--- src/rtl/wbq_pkg.sv ---
/*
 * Shared types for the Wishbone block-RAM queue. Holds the word and
 * address types, the register map and the bus and status structs.
 */
`default_nettype none

package wbq_pkg;

    // One queue word, also the width of the Wishbone data bus
    typedef logic [31:0] wbq_data_t;

    // Word address on the Wishbone bus
    typedef logic [3:0] wbq_addr_t;

    // Register map, in words
    // A write to the data register enqueues and a read of it returns zero
    localparam wbq_addr_t REG_DATA   = 4'd0;
    // Status reads back queue_status_t and any write clears overflow
    localparam wbq_addr_t REG_STATUS = 4'd1;
    // Number of words held, read-only
    localparam wbq_addr_t REG_LEVEL  = 4'd2;

    // Master side of a Wishbone classic port
    typedef struct packed {
        logic      cyc;
        logic      stb;
        logic      we;
        wbq_addr_t adr;
        wbq_data_t dat;
    } wb_req_t;

    // Slave side of a Wishbone classic port
    typedef struct packed {
        wbq_data_t dat;
        logic      ack;
    } wb_rsp_t;

    // Low bits of the status register, zero-extended on read
    typedef struct packed {
        logic overflow;
        logic not_empty;
        logic almost_full;
        logic not_full;
    } queue_status_t;

endpackage

`default_nettype wire

--- src/rtl/fifo_ram.sv ---
/*
 * Simple dual-port memory for the queue. One write port and one read
 * port with a registered output, so that it maps onto block RAM.
 */
`default_nettype none

module fifo_ram
#(
    parameter int N_ENTRIES = 16
)
(
    input  logic                           clk,

    input  logic                           wr_en,
    input  logic [$clog2(N_ENTRIES)-1:0]   wr_addr,
    input  wbq_pkg::wbq_data_t             wr_data,

    input  logic                           rd_en,
    input  logic [$clog2(N_ENTRIES)-1:0]   rd_addr,
    output wbq_pkg::wbq_data_t             rd_data
);
    import wbq_pkg::*;

    // One word per slot of the queue
    wbq_data_t mem [N_ENTRIES];

    always_ff @(posedge clk)
    begin
        if (wr_en)
        begin
            mem[wr_addr] <= wr_data;
        end

        // The output register loads only on a read, as block RAM does
        // The core never reads and writes one address on the same edge,
        // since a read needs data and a write needs a free slot
        if (rd_en)
        begin
            rd_data <= mem[rd_addr];
        end
    end

endmodule

`default_nettype wire

--- src/rtl/fifo_bram_core.sv ---
/*
 * Block-RAM FIFO core. Keeps the pointers and the occupancy count,
 * derives full, empty and almost-full, and reads with one cycle of
 * latency through fifo_ram.
 */
`default_nettype none

module fifo_bram_core
#(
    parameter int N_ENTRIES = 16,
    parameter int THRESHOLD = 4
)
(
    input  logic                         clk,
    input  logic                         reset,

    input  logic                         wr_req,
    input  wbq_pkg::wbq_data_t           data,
    output logic                         full,
    output logic                         almost_full,
    output logic                         empty,

    input  logic                         rd_req,
    output wbq_pkg::wbq_data_t           q,
    output logic [$clog2(N_ENTRIES):0]   used
);
    localparam int PTR_W = $clog2(N_ENTRIES);

    // Pointers wrap naturally because the depth is a power of two
    typedef logic [PTR_W-1:0] ptr_t;
    // The count needs one more bit so that it can reach N_ENTRIES
    typedef logic [PTR_W:0]   count_t;

    ptr_t   wr_ptr;
    ptr_t   rd_ptr;
    count_t count;

    logic wr_ok;
    logic rd_ok;

    // Flags come straight from the registered count, so they move on the
    // same edge as the write or read that changed it
    assign full        = (count == count_t'(N_ENTRIES));
    assign empty       = (count == '0);
    assign almost_full = (count >= count_t'(N_ENTRIES - THRESHOLD));
    assign used        = count;

    // Overflow and underflow checking
    // A write while full and a read while empty are both dropped
    assign wr_ok = wr_req && !full;
    assign rd_ok = rd_req && !empty;

    always_ff @(posedge clk)
    begin
        if (wr_ok)
        begin
            wr_ptr <= wr_ptr + 1'b1;
        end

        if (rd_ok)
        begin
            rd_ptr <= rd_ptr + 1'b1;
        end

        // A write and a read together leave the count alone
        case ({wr_ok, rd_ok})
            2'b10:   count <= count + 1'b1;
            2'b01:   count <= count - 1'b1;
            default: count <= count;
        endcase

        if (reset)
        begin
            wr_ptr <= '0;
            rd_ptr <= '0;
            count  <= '0;
        end
    end

    // Read data shows up on q in the cycle after rd_req
    fifo_ram
    #(
        .N_ENTRIES (N_ENTRIES)
    )
    u_fifo_ram
    (
        .clk     (clk),
        .wr_en   (wr_ok),
        .wr_addr (wr_ptr),
        .wr_data (data),
        .rd_en   (rd_ok),
        .rd_addr (rd_ptr),
        .rd_data (q)
    );

endmodule

`default_nettype wire

--- src/rtl/fifo_bram.sv ---
/*
 * Show-ahead queue around the block-RAM core. Moves the head word into
 * a register so that it sits on first while not_empty is high.
 */
`default_nettype none

module fifo_bram
#(
    parameter int N_ENTRIES = 16,
    parameter int THRESHOLD = 4
)
(
    input  logic                         clk,
    input  logic                         reset,

    input  wbq_pkg::wbq_data_t           enq_data,
    input  logic                         enq_en,
    output logic                         not_full,
    output logic                         almost_full,

    output wbq_pkg::wbq_data_t           first,
    input  logic                         deq_en,
    output logic                         not_empty,
    output logic [$clog2(N_ENTRIES):0]   level
);
    import wbq_pkg::*;

    typedef logic [$clog2(N_ENTRIES):0] level_t;

    logic      core_full;
    logic      core_empty;
    logic      rd_req;
    // High in the cycle where the core's q holds a word for the head
    logic      rd_pend;
    wbq_data_t core_q;
    level_t    core_used;

    assign not_full = !core_full;

    // Fetch when the head slot is free or being consumed and the RAM has
    // data. Only one word may be in flight, since there is a single slot
    assign rd_req = !core_empty && !rd_pend && (!not_empty || deq_en);

    always_ff @(posedge clk)
    begin
        // Head word loads only when a fetched word arrives
        if (rd_pend)
        begin
            first <= core_q;
        end

        rd_pend   <= rd_req;
        // The head stays valid until dequeued, and refills when q is ready
        not_empty <= rd_pend || (not_empty && !deq_en);

        if (reset)
        begin
            rd_pend   <= 1'b0;
            not_empty <= 1'b0;
        end
    end

    // Words in the RAM plus the one in the head slot
    assign level = core_used + level_t'(not_empty);

    fifo_bram_core
    #(
        .N_ENTRIES (N_ENTRIES),
        .THRESHOLD (THRESHOLD)
    )
    u_fifo_bram_core
    (
        .clk         (clk),
        .reset       (reset),
        .wr_req      (enq_en),
        .data        (enq_data),
        .full        (core_full),
        .almost_full (almost_full),
        .empty       (core_empty),
        .rd_req      (rd_req),
        .q           (core_q),
        .used        (core_used)
    );

endmodule

`default_nettype wire

--- src/rtl/wb_queue_regs.sv ---
/*
 * Wishbone classic register slave for the queue. Data writes enqueue,
 * status and level read back the queue state, and a sticky overflow flag
 * records writes dropped while full.
 */
`default_nettype none

module wb_queue_regs
#(
    parameter int N_ENTRIES = 16
)
(
    input  logic                         clk,
    input  logic                         reset,

    input  wbq_pkg::wb_req_t             wb_req,
    output wbq_pkg::wb_rsp_t             wb_rsp,

    output logic                         enq_en,
    output wbq_pkg::wbq_data_t           enq_data,
    input  logic                         not_full,
    input  logic                         almost_full,
    input  logic                         not_empty,
    input  logic [$clog2(N_ENTRIES):0]   level
);
    import wbq_pkg::*;

    localparam int LVL_W = $clog2(N_ENTRIES) + 1;

    logic          ack;
    logic          overflow;
    // First cycle of a bus access, the one that gets acked on its edge
    logic          access;
    logic          data_wr;
    logic          status_wr;
    wbq_data_t     rd_word;
    wbq_data_t     rd_dat;
    queue_status_t status;

    // Ack is blocked in the cycle after an ack, so it is never two cycles
    // long and a held strobe is not taken twice
    assign access    = wb_req.cyc && wb_req.stb && !ack;
    assign data_wr   = access && wb_req.we && (wb_req.adr == REG_DATA);
    assign status_wr = access && wb_req.we && (wb_req.adr == REG_STATUS);

    // The enqueue lands on the edge that raises ack
    assign enq_en   = data_wr && not_full;
    assign enq_data = wb_req.dat;

    always_comb
    begin
        status.overflow    = overflow;
        status.not_empty   = not_empty;
        status.almost_full = almost_full;
        status.not_full    = not_full;
    end

    // Read mux
    // Data register and unmapped offsets read as zero
    always_comb
    begin
        rd_word = '0;
        case (wb_req.adr)
            REG_STATUS: rd_word[$bits(queue_status_t)-1:0] = status;
            REG_LEVEL:  rd_word[LVL_W-1:0] = level;
            default:    rd_word = '0;
        endcase
    end

    always_ff @(posedge clk)
    begin
        ack <= access;

        // Read data is captured with ack and holds while ack is high
        if (access)
        begin
            rd_dat <= wb_req.we ? '0 : rd_word;
        end

        // A dropped data write wins over a clear, though both cannot
        // happen in one access since they use different offsets
        if (data_wr && !not_full)
        begin
            overflow <= 1'b1;
        end
        else if (status_wr)
        begin
            overflow <= 1'b0;
        end

        if (reset)
        begin
            ack      <= 1'b0;
            overflow <= 1'b0;
        end
    end

    always_comb
    begin
        wb_rsp.dat = rd_dat;
        wb_rsp.ack = ack;
    end

endmodule

`default_nettype wire

--- src/rtl/wb_queue_top.sv ---
/*
 * Top of the Wishbone block-RAM queue. Joins the register slave to the
 * show-ahead queue and hands the head word to a streaming consumer.
 */
`default_nettype none

module wb_queue_top
#(
    parameter int N_ENTRIES = 16,
    parameter int THRESHOLD = 4
)
(
    input  logic                 clk,
    input  logic                 reset,

    input  wbq_pkg::wb_req_t     wb_req,
    output wbq_pkg::wb_rsp_t     wb_rsp,

    // Consumer side, deq_en only while not_empty is high
    output wbq_pkg::wbq_data_t   first,
    output logic                 not_empty,
    input  logic                 deq_en
);
    import wbq_pkg::*;

    typedef logic [$clog2(N_ENTRIES):0] level_t;

    logic      enq_en;
    wbq_data_t enq_data;
    logic      not_full;
    logic      almost_full;
    level_t    level;

    // Bus side
    wb_queue_regs
    #(
        .N_ENTRIES (N_ENTRIES)
    )
    u_wb_queue_regs
    (
        .clk         (clk),
        .reset       (reset),
        .wb_req      (wb_req),
        .wb_rsp      (wb_rsp),
        .enq_en      (enq_en),
        .enq_data    (enq_data),
        .not_full    (not_full),
        .almost_full (almost_full),
        .not_empty   (not_empty),
        .level       (level)
    );

    // Queue, with not_empty shared by the consumer and the status register
    fifo_bram
    #(
        .N_ENTRIES (N_ENTRIES),
        .THRESHOLD (THRESHOLD)
    )
    u_fifo_bram
    (
        .clk         (clk),
        .reset       (reset),
        .enq_data    (enq_data),
        .enq_en      (enq_en),
        .not_full    (not_full),
        .almost_full (almost_full),
        .first       (first),
        .deq_en      (deq_en),
        .not_empty   (not_empty),
        .level       (level)
    );

endmodule

`default_nettype wire

--- config.mk ---
export PLATFORM = sky130hd
export DESIGN_NAME = wb_queue_top
export DESIGN_NICKNAME = d
export VERILOG_FILES = /design/src/rtl/wbq_pkg.sv /design/src/rtl/fifo_ram.sv /design/src/rtl/fifo_bram_core.sv /design/src/rtl/fifo_bram.sv /design/src/rtl/wb_queue_regs.sv /design/src/rtl/wb_queue_top.sv
export SDC_FILE = /design/constraint.sdc
export NUM_CORES = 1
export LEC_CHECK = 0
export BUFFER_PORTS_ARGS = -buffer_cell sky130_fd_sc_hd__buf_2
export CORE_MARGIN = 2
export CORE_UTILIZATION = 35
export CTS_BUF_LIST = sky130_fd_sc_hd__clkbuf_8
export DETAILED_ROUTE_END_ITERATION = 12
export GPL_ROUTABILITY_DRIVEN = 0
export RECOVER_POWER = 100
export SETUP_SLACK_MARGIN = 0.05
export SLEW_MARGIN = 20
export SYNTH_ARGS = -nofsm -noshare
export SYNTH_HDL_FRONTEND = slang
export SYNTH_SLANG_ARGS = --single-unit
export TNS_END_PERCENT = 1
--- constraint.sdc ---
create_clock -name clk -period 4.2 [get_ports clk]
set_input_delay 0.21 -clock clk [delete_from_list [all_inputs] [get_ports clk]]
set_output_delay 0.21 -clock clk [all_outputs]
set_load 0.005 [all_outputs]
After elaboration in Yosys (flattened, before gate mapping)
Memory sizes are Yosys's and may differ from the RTL's. A register that Yosys moved wholly into a read port is not among the register bits.
Index checks and enable logic that the tools add are counted.
Storage, ports and cells
  memories: 1
  output and inout port bits: 66
  input port bits: 42
  register bits after elaboration: 81
  logic and storage cells: 55
  bits in writable memories: 512
Operators by class
  $lt $le $gt $ge: 1
  eq/ne operators: 5
  mux-type cells: 6
  reduce and logical (&&, ||, !) cells: 25
  bitwise gates (word level): 1
  add/subtract/negate cells: 5
Memory list
  u_fifo_bram.u_fifo_bram_core.u_fifo_ram.mem: depth 16, width 32, read ports 1, clocked after Yosys merged registers in 1, wr ports 1, line fifo_ram.sv:25  | wbq_data_t mem [N_ENTRIES];
Operators by type and width (number)
  $logic_and 1x1->1: 12
  $pmux 5 s2: 1
  $add 4x1->4 const B: 2
  $pmux 4 s2: 1
  $logic_not 1->1: 6
  $add 5x1->5: 1
  $add 5x1->5 const B: 1
  $eq 5x5->1 const B: 1
  $ge 5x4->1 const B: 1
  $logic_not 5->1: 1
  $sub 5x1->5 const B: 1
  $eq 4x1->1 const B: 1
  $eq 4x2->1 const B: 1
  $logic_not 4->1: 1
  $mux 1: 4
  $reduce_bool 2->1: 2
  $eq 2x1->1 const B: 1
  $eq 2x2->1 const B: 1
  $logic_or 1x1->1: 2
  $reduce_or 2->1: 1
  $not 1->1: 1

Longest topological paths before layout
Gate-level depths: netlist of the first run.
  word-level depth: 8
  mapped depth: 11

Hierarchy
Synthesis of the first run repeated with hierarchy kept, for this count alone.
Unflattened totals
  cells, all modules: 1048
  area, all modules: 22771.8 µm²
By module, submodules not included
  fifo_ram: area each 20174.3 µm², cells an instance 838, sequential area each 16335.7 µm², instances 1
  fifo_bram: area each 1107.3 µm², cells an instance 46, sequential area each 1001.0 µm², instances 1
  wb_queue_regs: area each 774.5 µm², cells an instance 86, sequential area each 190.2 µm², instances 1
  fifo_bram_core: area each 715.7 µm², cells an instance 78, sequential area each 260.2 µm², instances 1

Worst setup path before layout of the first run
Ideal clock, no wire load.
  path kind: register -> register
  start: register u_fifo_bram.rd_pend
  end: register u_fifo_bram.u_fifo_bram_core.count[4] (netlist: u_fifo_bram.u_fifo_bram_core.used[4])
  cell stages (with the launch flop): 10
  setup slack: -220 ps
  clock period less this slack: 4420 ps
  required time: 4079 ps
  arrival: 4299 ps
  path buffers: 0
  path through: dfxtp_1 a221oi_2 ha_1 inv_1 fa_1 nor2b_1 o21ai_0 nand3_1 or3b_2 mux2_2
Between the ends
  word-level cells in the longest chain between the ends: 6
  elaborated cells on any way between the ends: 8
  those cells by class: eq/ne: 2; mux: 1; reduce/logical: 5
RTL lines
  start, declared: line fifo_bram.sv:34  | logic rd_pend;
  start signal, assigned: line fifo_bram.sv:52  | rd_pend <= rd_req;
  $logic_not 1->1 (*): line fifo_bram.sv:42  | assign rd_req = !core_empty && !rd_pend && (!not_empty || deq_en);
  $logic_and 1x1->1 (*) (2 in series): line fifo_bram.sv:42
  $logic_and 1x1->1 (*): line fifo_bram_core.sv:51  | assign rd_ok = rd_req && !empty;
  net u_fifo_bram.u_fifo_bram_core.rd_ok: line fifo_bram_core.sv:39  | logic rd_ok;
  $eq 2x1->1 or $eq 2x2->1 (tied branches): line fifo_bram_core.sv:66  | case ({wr_ok, rd_ok})
  $pmux 5 s2 or $reduce_bool 2->1 (tied branches)
  end signal, assigned: line fifo_bram_core.sv:67  | 2'b10: count <= count + 1'b1;
  end signal, assigned: line fifo_bram_core.sv:68  | 2'b01: count <= count - 1'b1;
  end signal, assigned: line fifo_bram_core.sv:69  | default: count <= count;
  end, declared: line fifo_bram_core.sv:36  | count_t count;
Mark *: on every way through the listed nets, which the timed path passes. The rest lies on a longest branch.
A chain may end at the register's enable or synchronous reset.

Worst setup path in the final report of the first run
  start: register u_fifo_bram.u_fifo_bram_core.count[2] (netlist: u_fifo_bram.u_fifo_bram_core.used[2])
  end: memory u_fifo_bram.u_fifo_bram_core.u_fifo_ram.mem[10][11] (netlist bit) (enable)
Between the ends
  word-level cells in the longest chain between the ends: 6
RTL lines
  $eq 5x5->1 (*): line fifo_bram_core.sv:43  | assign full = (count == count_t'(N_ENTRIES));
  $logic_not 1->1 (*): line fifo_bram_core.sv:50, fifo_bram.sv:38
  $logic_and 1x1->1: line wb_queue_regs.sv:47  | assign enq_en = data_wr && not_full;
  $logic_and 1x1->1 (*): line fifo_bram_core.sv:50  | assign wr_ok = wr_req && !full;
  $mux 1 (*): line fifo_ram.sv:29  | if (wr_en)
  $mux 1 (implied by the code) (*): line fifo_ram.sv:31  | mem[wr_addr] <= wr_data;
  end, declared: line fifo_ram.sv:25
Mark *: on every way between the ends. The rest lies on a longest branch, timed or not.

==> summary.md, run 1 <==
| Metric | Value |
|---|---|
| Num CTS Buffers | 97 |
| Post-route cell area | 0.0266 mm^2 |
| Final Cycle Share | between 80% and 90% |
| Avg WL per Cell | between 20 and 25 um |
| Sequential-to-total area share from yosys stat | 77.7% |
| Hold Path End | u_wb_queue_regs.rd_dat[3]$_SDFFCE_PP0N_ |
| Arrival time at the worst endpoint | 3.81 ns |
| Slowest cell on the critical path | nor2_2 |
| IO Port Bufs | 80 |
| Combinational cell fraction of total power | 16.0% |
| FP Rows | 93 |
| Seq cells post-synth | 598 |
| Most numerous cell on the critical path | clkbuf_1 |
| Synth-to-layout area growth | 16.2% |
| Flop pwr share | around 50% |
| Worst-Skew Late Latency | 0.70 ns |
| # setup viols final | 0 |
| Status | finished with violations |
| H-tree Lvls | 3 |
| Crit-path cells | nor4_1 -> clkbuf_1 -> a2111oi_4 -> clkbuf_1 -> nand2_1 -> nor2_2 -> buf_12 |
| Fin. max-slew vios | 34 |
| Max-Cap Viols | 1 |
| Mapped Area | 0.0229 mm^2 |
| Buf/Inv on CP | 3 |
| Min-delay src | wb_req[33] |
| Synthesized area per cell | around 19 um^2 |
| Top delay family on crit path | simple AND/OR/NAND/NOR gates |
| Switching share of power | 26.0% |
| Sw power | 3.72 mW |
| Worst R2R Setup Slack | between 0.7 and 0.8 ns |
| Leakage Power | 8.54 nW |
| Max FO, Critical Path | 18 |
| Post-route DRC | 0 |
| Final setup skew | 0.0268 ns |
| Final min period | 3.43 ns |
| GRT Resource Usage Total | 14.8% |
| Final Hold Viols | 0 |
| Slowest stage delay, CP | 1.04 ns |
| WS Path Type | register to register |
| Grt ovf | 0 |
| Max VDD drop | just under 0.0004 V |
| Sink Count | approximately 600 |
| R2r worst-path depth | 7 |
| Number of global-route vias before repair | between 10000 and 15000 |
| F_max | about 0.29 GHz |
| Core Region | 0.0646 mm^2 |
| Synth warn | 0 |
| Initial antenna violation count | 2 |
| Internal cell power | 10.6 mW |
| First-pass GRT wire length | 75.0 mm |
| Setup TNS | 0 ns |
| Initial Util | 35.5% |
| Cells after Synth | 1191 |
| RSZ-0062 raised after global routing | false |
| Dpl hpwl | 27.0 mm |
| Failing checks | max-capacitance violations, max-slew violations |
| Clk pin slew, worst setup/hold paths | about 0.060 ns |
| Startpoint Class | register |
| PwrDens | about 540 mW/mm^2 |
| Distinct cells, synth | 39 |
| Fin util | 41.2% |
| Worst EP required | around 4.6 ns |
| Share of cells above drive strength 1 | a little under 20% |
| Antenna viol nets, final | 0 |
| Placed cells | 2104 |
| I/O pin cnt | 108 |
| Clock power share | 33.8% |
| Vias/cell | 4.99 |
| Die X | 260 um |
| Final nets | about 1400 |
| Clock Path Buffers | 3 |
| Worst slew pin tran | 2.46 ns |
| WL final | 49.5 mm |
| Hold crit path type | primary input to register |
| Vias | 11621 |
| CTS root buf | clkbuf_8 |
| CTS tree | built |
| Placed Area | approximately 0.025 mm^2 |
| Hold Path Depth | 4 |
| Die area | about 0.068 mm^2 |
| Reg-to-reg startpoint | u_fifo_bram.u_fifo_bram_core.used[2]$_SDFFE_PP0P_ |
| Fin cells | 2327 |
| Pin count of the biggest net entering global routing | 71 |
| Die H | 260 um |
| First DRT Iteration DRCs | 711 |
| Relative slew slack | -64.0% |
| # Post-CTS Setup Buffers | 0 |
| Drt first pass iters | 5 |
| CP Capture Type | register |
how the worst max path moves through the flow:
stage,start,to,depth (start not counted)
3_3_place_gp,wb_req[33],u_fifo_bram.u_fifo_bram_core.used[4]$_SDFFE_PP0P_,12
6_report,u_fifo_bram.u_fifo_bram_core.used[2]$_SDFFE_PP0P_,register,7
3_5_place_dp,wb_req[33],u_fifo_bram.u_fifo_bram_core.used[4]$_SDFFE_PP0P_,12
4_1_cts,u_fifo_bram.u_fifo_bram_core.used[2]$_SDFFE_PP0P_,u_fifo_bram.u_fifo_bram_core.used[4]$_SDFFE_PP0P_,12
5_1_grt,u_fifo_bram.u_fifo_bram_core.used[2]$_SDFFE_PP0P_,register,7
2_1_floorplan,wb_req[33],u_fifo_bram.u_fifo_bram_core.u_fifo_ram.mem[3][0]$_DFFE_PP_,4
power groups by stage:
stage / clock network (mW) / registers, mW / logic [mW]
floorplan: 0 / 7.29 / 1.63
global placement: 0 / 7.30 / 2.36
detailed placement: 0 / 7.30 / 2.38
CTS: 5.00 / 7.18 / 2.42
global route: 5.22 / 7.22 / 2.52
finish: 4.84 / 7.19 / 2.30
metal layers:
layer,routed length (um),track usage [%],vias to the layer above
met5,13,0,-
met4,942,4.81,2
met3,2430,2.98,87
met2,24800,25.1,289
met1,21300,19.0,6083
li1,-,-,5160
cells in the mapped netlist:
master	count	area [um^2]
edfxtp_1	581	17400
mux2i_1	98	981
o21ai_0	67	335
mux4_2	64	1440
nand2_1	44	165
a21oi_1	38	190
clkbuf_1	35	131
mux2_2	33	372
a221oi_1	32	280
a22oi_1	32	240
nor2_1	32	120
buf_4	28	210
buf_2	19	95.1
dfxtp_1	17	340
ha_1	11	138
inv_1	10	37.5
xor2_1	6	52.6
buf_1	5	18.8
nor3_1	5	25.0
xnor2_1	5	43.8
nand3_1	4	20.0
nor2b_1	4	25.0
a22o_1	2	17.5
nand2b_1	2	12.5
nor3b_1	2	15.0
or3b_2	2	17.5
a2111oi_4	1	27.5
a211oi_1	1	7.51
a21o_1	1	7.51
a221oi_2	1	15.0
a31oi_1	1	6.26
and2_1	1	6.26
conb_1	1	3.75
fa_1	1	20.0
nand3b_1	1	7.51
nand4_1	1	6.26
nor4_1	1	6.26
or3_1	1	6.26
or4b_4	1	13.8
worst min-delay path, delay by kind of cell:
family / cells / cell delay (ns)
buffers and inverters: 1 / 0.11
AOI/OAI and AO/OA: 1 / 0.08
and+or+nand+nor: 2 / 0.15
stage by stage:
step | worst slack, ns | hold WS [ns] | power, mW
finish | 0.768 | 0.0577 | 14.3
global route | 0.517 | 0.0805 | 15.0
CTS | 1.05 | 0.000847 | 14.6
detailed placement | 0.932 | 0.405 | 9.69
global placement | 0.900 | 0.401 | 9.66
floorplan | 0.0688 | 0.307 | 8.91
state kept, by name (all words and copies together), names as in the netlist:
signal,flops
u_fifo_bram.first,32
u_fifo_bram.not_empty,1
u_fifo_bram.rd_pend,1
u_fifo_bram.u_fifo_bram_core.rd_ptr,4
u_fifo_bram.u_fifo_bram_core.u_fifo_ram.mem,512
u_fifo_bram.u_fifo_bram_core.u_fifo_ram.rd_data,32
u_fifo_bram.u_fifo_bram_core.used,5
u_fifo_bram.u_fifo_bram_core.wr_ptr,4
u_wb_queue_regs.ack,1
u_wb_queue_regs.overflow,1
u_wb_queue_regs.rd_dat,5
cells by family after synthesis:
kind of cell	share of synthesized area [%]
compound gates	4.92
xor+xnor	0.421
fa+ha+maj	0.688
buf+inv	2.15
flops	77.7
mux	12.2
other cells	0.0164
simple gates	1.95
area by class of cell:
class,instances,area (um^2)
antenna,1,2.50
inverter,10,37.5
clock buffer,100,1380
fill,5785,38000
tap,855,1070
sequential,598,17800
multi-input combinational,522,4780
clock inverter,83,507
timing repair buffer,158,1030
cell usage in the layout, fill, tap and decap left out, drive strengths merged, types with 3 or more instances in the layout:
cell type    Yosys  final
xor2             6      6
mux4            64     64
xnor2            5      5
edfxtp         581    581
nor3             5      5
a22oi           32     32
clkinv           0     41
inv             10     44
clkbuf          35    180
nor2b            4      4
bufinv           0      5
ha              11     11
o21ai           67     67
a221oi          33     33
conb             1     27
dfxtp           17     17
nor2            32     32
buf             52     39
dlygate4sd3      0     39
nand3            4      4
clkinvlp         0      3
nand2           44     44
a21oi           38     38
mux2i           98     98
mux2            33     33
timing repair:
action | CTS | global route
resized for setup | 0 | 0
endpoints found under the hold margin | 529 | 0
hold buffers | 39 | 0
Note: power is estimated with default switching activity, not from simulation.
==> run 2: changes to the inputs <==
==> constraint.sdc (replaced) <==
create_clock -name clk -period 3.06 [get_ports clk]
set_input_delay 0.153 -clock clk [delete_from_list [all_inputs] [get_ports clk]]
set_output_delay 0.153 -clock clk [all_outputs]
set_load 0.005 [all_outputs]
==> summary.md, run 2 (synthesized netlist as in run 1, its figures left out) <==
| Metric | Value |
|---|---|
| Worst R2R Setup Slack | 0.31 ns (-0.46 ns) |
| Most frequent cells in the layout | edfxtp_1, clkbuf_8, mux2i_1 |
| Vias | 11523 (-0.84%) |
| F_max | 0.350 GHz |
| Place WS | 0.102 ns (-0.830 ns) |
| Hold crit path type | primary input to register |
| Vias/cell | 4.96 (-0.72%) |
| Post-CTS sizing | 0 (unchanged) |
| Number of global-route vias before repair | 12180 (-0.77%) |
| First DRT Iteration DRCs | 774 (+8.9%) |
| Fin. max-slew vios | 0 (-100%) |
| Relative slew slack | 8.47% (+73 points) |
| Grt ovf | 0 (unchanged) |
| Internal cell power | 14.5 mW (+37%) |
| Drt first pass iters | 5 (unchanged) |
| Largest Register | u_fifo_bram.u_fifo_bram_core.u_fifo_ram.mem |
| Core Region | 0.0646 mm^2 (unchanged) |
| Final setup skew | 0.0271 ns (+0.000233 ns) |
| Max VDD drop | 0.000406 V (+2.8%) |
| Placed cells | 2112 (+0.38%) |
| Antenna viol nets, final | 0 (unchanged) |
| Die X | 260 um (unchanged) |
| Final Cycle Share | 93.5% |
| Die H | 260 um (unchanged) |
| Worst slew pin tran | 1.37 ns (-1.09 ns) |
| WL final | 49.9 mm (+0.79%) |
| Worst EP required | 3.34 ns (-1.23 ns) |
| GR met1 Demand/Resource | 20.2% (+1.2 points) |
| Pin count of the biggest net entering global routing | 80 (+13%) |
| Final min period | 2.86 ns |
| Arrival time at the worst endpoint | 3.14 ns (-0.67 ns) |
| WS Path Type | primary input to register |
| RSZ-0062 raised after global routing | false |
| Combinational cell fraction of total power | 16.8% (+0.8 points) |
| CTS root buf | clkbuf_8 |
| Met3 usage | 2.73% (-0.25 points) |
| GRT Resource Usage Total | 14.8% (+0.056 points) |
| Clock Path Buffers | 3 (unchanged) |
| CP Capture Type | register |
| Final Hold Viols | 0 (unchanged) |
| Clk pin slew, worst setup/hold paths | 0.06 ns (about the same) |
| Max FO, Critical Path | 25 (+7) |
| Diodes inserted | 0 (-1) |
| Status | completed |
| Sw power | 5.03 mW (+35%) |
| Final nets | 1454 (+0.90%) |
| Worst-Skew Late Latency | 0.68 ns (-0.02 ns) |
| Startpoint Class | primary input |
| Synth-to-layout area growth | 16.1% (about the same) |
| H-tree Lvls | 3 (unchanged) |
| Fin cells | 2324 (-0.13%) |
| Initial antenna violation count | 0 (-2) |
| PwrDens | 734 mW/mm^2 (+36%) |
| Max-Cap Viols | 0 (-1) |
| FP Rows | 93 (unchanged) |
| Met2 GRT Util | 24.0% (-1.1 points) |
| Leakage Power | 8.54 nW (about the same) |
| CTS tree | built |
| # setup viols final | 0 (unchanged) |
| Biggest regs | u_fifo_bram.u_fifo_bram_core.u_fifo_ram.mem: 512 flops, u_fifo_bram.first: 32 flops, u_fifo_bram.u_fifo_bram_core.u_fifo_ram.rd_data: 32 flops |
| Avg WL per Cell | 21.5 um (+0.92%) |
| Multi-input logic area | 0.00478 mm^2 (unchanged) |
| Clock power share | 32.7% (-1.1 points) |
| # Post-CTS Setup Buffers | 0 (unchanged) |
| Commonest non-fill, non-tap cell in the layout | edfxtp_1 |
| IO Port Bufs | 80 (unchanged) |
| Sink Count | 598 (unchanged) |
| Die area | 0.0675 mm^2 (unchanged) |
| First-pass GRT wire length | 75.1 mm (about the same) |
| Dpl hpwl | 28.3 mm (+4.9%) |
| Setup ws final | 0.199 ns (-0.569 ns) |
| I/O pin cnt | 108 (unchanged) |
| Max reg flops | 512 (unchanged) |
| Initial Util | 35.5% (unchanged) |
| Switching share of power | 25.8% (-0.19 points) |
| Register area | 0.0178 mm^2 (about the same) |
| Flop pwr share | 50.5% (+0.3 points) |
| Fill cells | 5793 (+0.14%) |
| Hold Buf Count CTS | 44 (+13%) |
| Share of cells above drive strength 1 | 20.4% (+0.71 points) |
| GR peak layer | met2 |
| Num CTS Buffers | 97 (unchanged) |
| Post-route DRC | 0 (unchanged) |
-- run 2: cell count changes in the layout (fill, tap and decap cells not counted), moves of 2 or more --
cell and delta:
nor3_2 -2, buf_4 -4, buf_2 +5, dlygate4sd3_1 +5, dfxtp_1 -4, nor2_1 +5
inv_1 -8, clkbuf_4 +4, clkinv_1 -3, dfxtp_4 +4, clkbuf_1 -6, clkbuf_2 +11
nor2_2 -4, clkinv_2 -3
-- run 2: worst max-delay path: stages --
cell,delay (ns)
dlygate4sd3_1,0.54
clkbuf_1,0.13
or4b_1,0.60
a2111oi_4,0.33
buf_4,0.25
nand2_1,0.18
nor2_1,0.17
buf_2,0.75
-- run 2: final timing paths --
| check | cells after the start | from | endpoint |
|---|---|---|---|
| worst min register to register | 0 | register | u_fifo_bram.first[16]$_DFFE_PP_ |
| worst max-delay path | 8 | wb_req[33] | u_fifo_bram.u_fifo_bram_core.u_fifo_ram.mem[11][9]$_DFFE_PP_ |
| worst min-delay path | 3 | wb_req[38] | u_wb_queue_regs.rd_dat[0]$_SDFFCE_PP0N_ |
| worst max register to register | 10 | u_fifo_bram.u_fifo_bram_core.used[0]$_SDFFE_PP0P_ | u_fifo_bram.u_fifo_bram_core.used[4]$_SDFFE_PP0P_ |
-- run 2: through the flow --
stage	cell area, um^2	hold slack, ns	power [mW]	setup TNS, ns	util [%]
2_1_floorplan	23100	0.250	12.3	-50.54	-
3_3_place_gp	24700	0.401	13.4	0	38.3
3_5_place_dp	24700	0.405	13.4	0	38.3
4_1_cts	26900	0.0422	19.9	0	41.7
5_1_grt	26600	0.117	20.5	0	41.2
6_report	26600	0.116	19.5	0	41.2
-- run 2: layer usage --
layer  up-vias  wire [um]
li1       5182          -
met1      5975      22600
met2       291      24200
met3        75       2150
met4         0        875
met5         -          0
-- run 2: layout make-up --
cell class	count	area share, %
clock inverter	67	1.44
timing repair buffer	171	4.20
clock buffer	101	5.23
sequential	598	67.0
multi-input combinational	522	18.0
tap	855	4.02
inverter	10	0.151
-- run 2: power groups by stage --
| stage | logic (mW) | registers (mW) | clock network [mW] |
|---|---|---|---|
| 6_report | 3.28 | 9.87 | 6.38 |
| 5_1_grt | 3.59 | 9.93 | 6.95 |
| 4_1_cts | 3.43 | 9.88 | 6.60 |
| 3_5_place_dp | 3.38 | 10.0 | 0 |
| 3_3_place_gp | 3.33 | 10.0 | 0 |
| 2_1_floorplan | 2.27 | 10.0 | 0 |
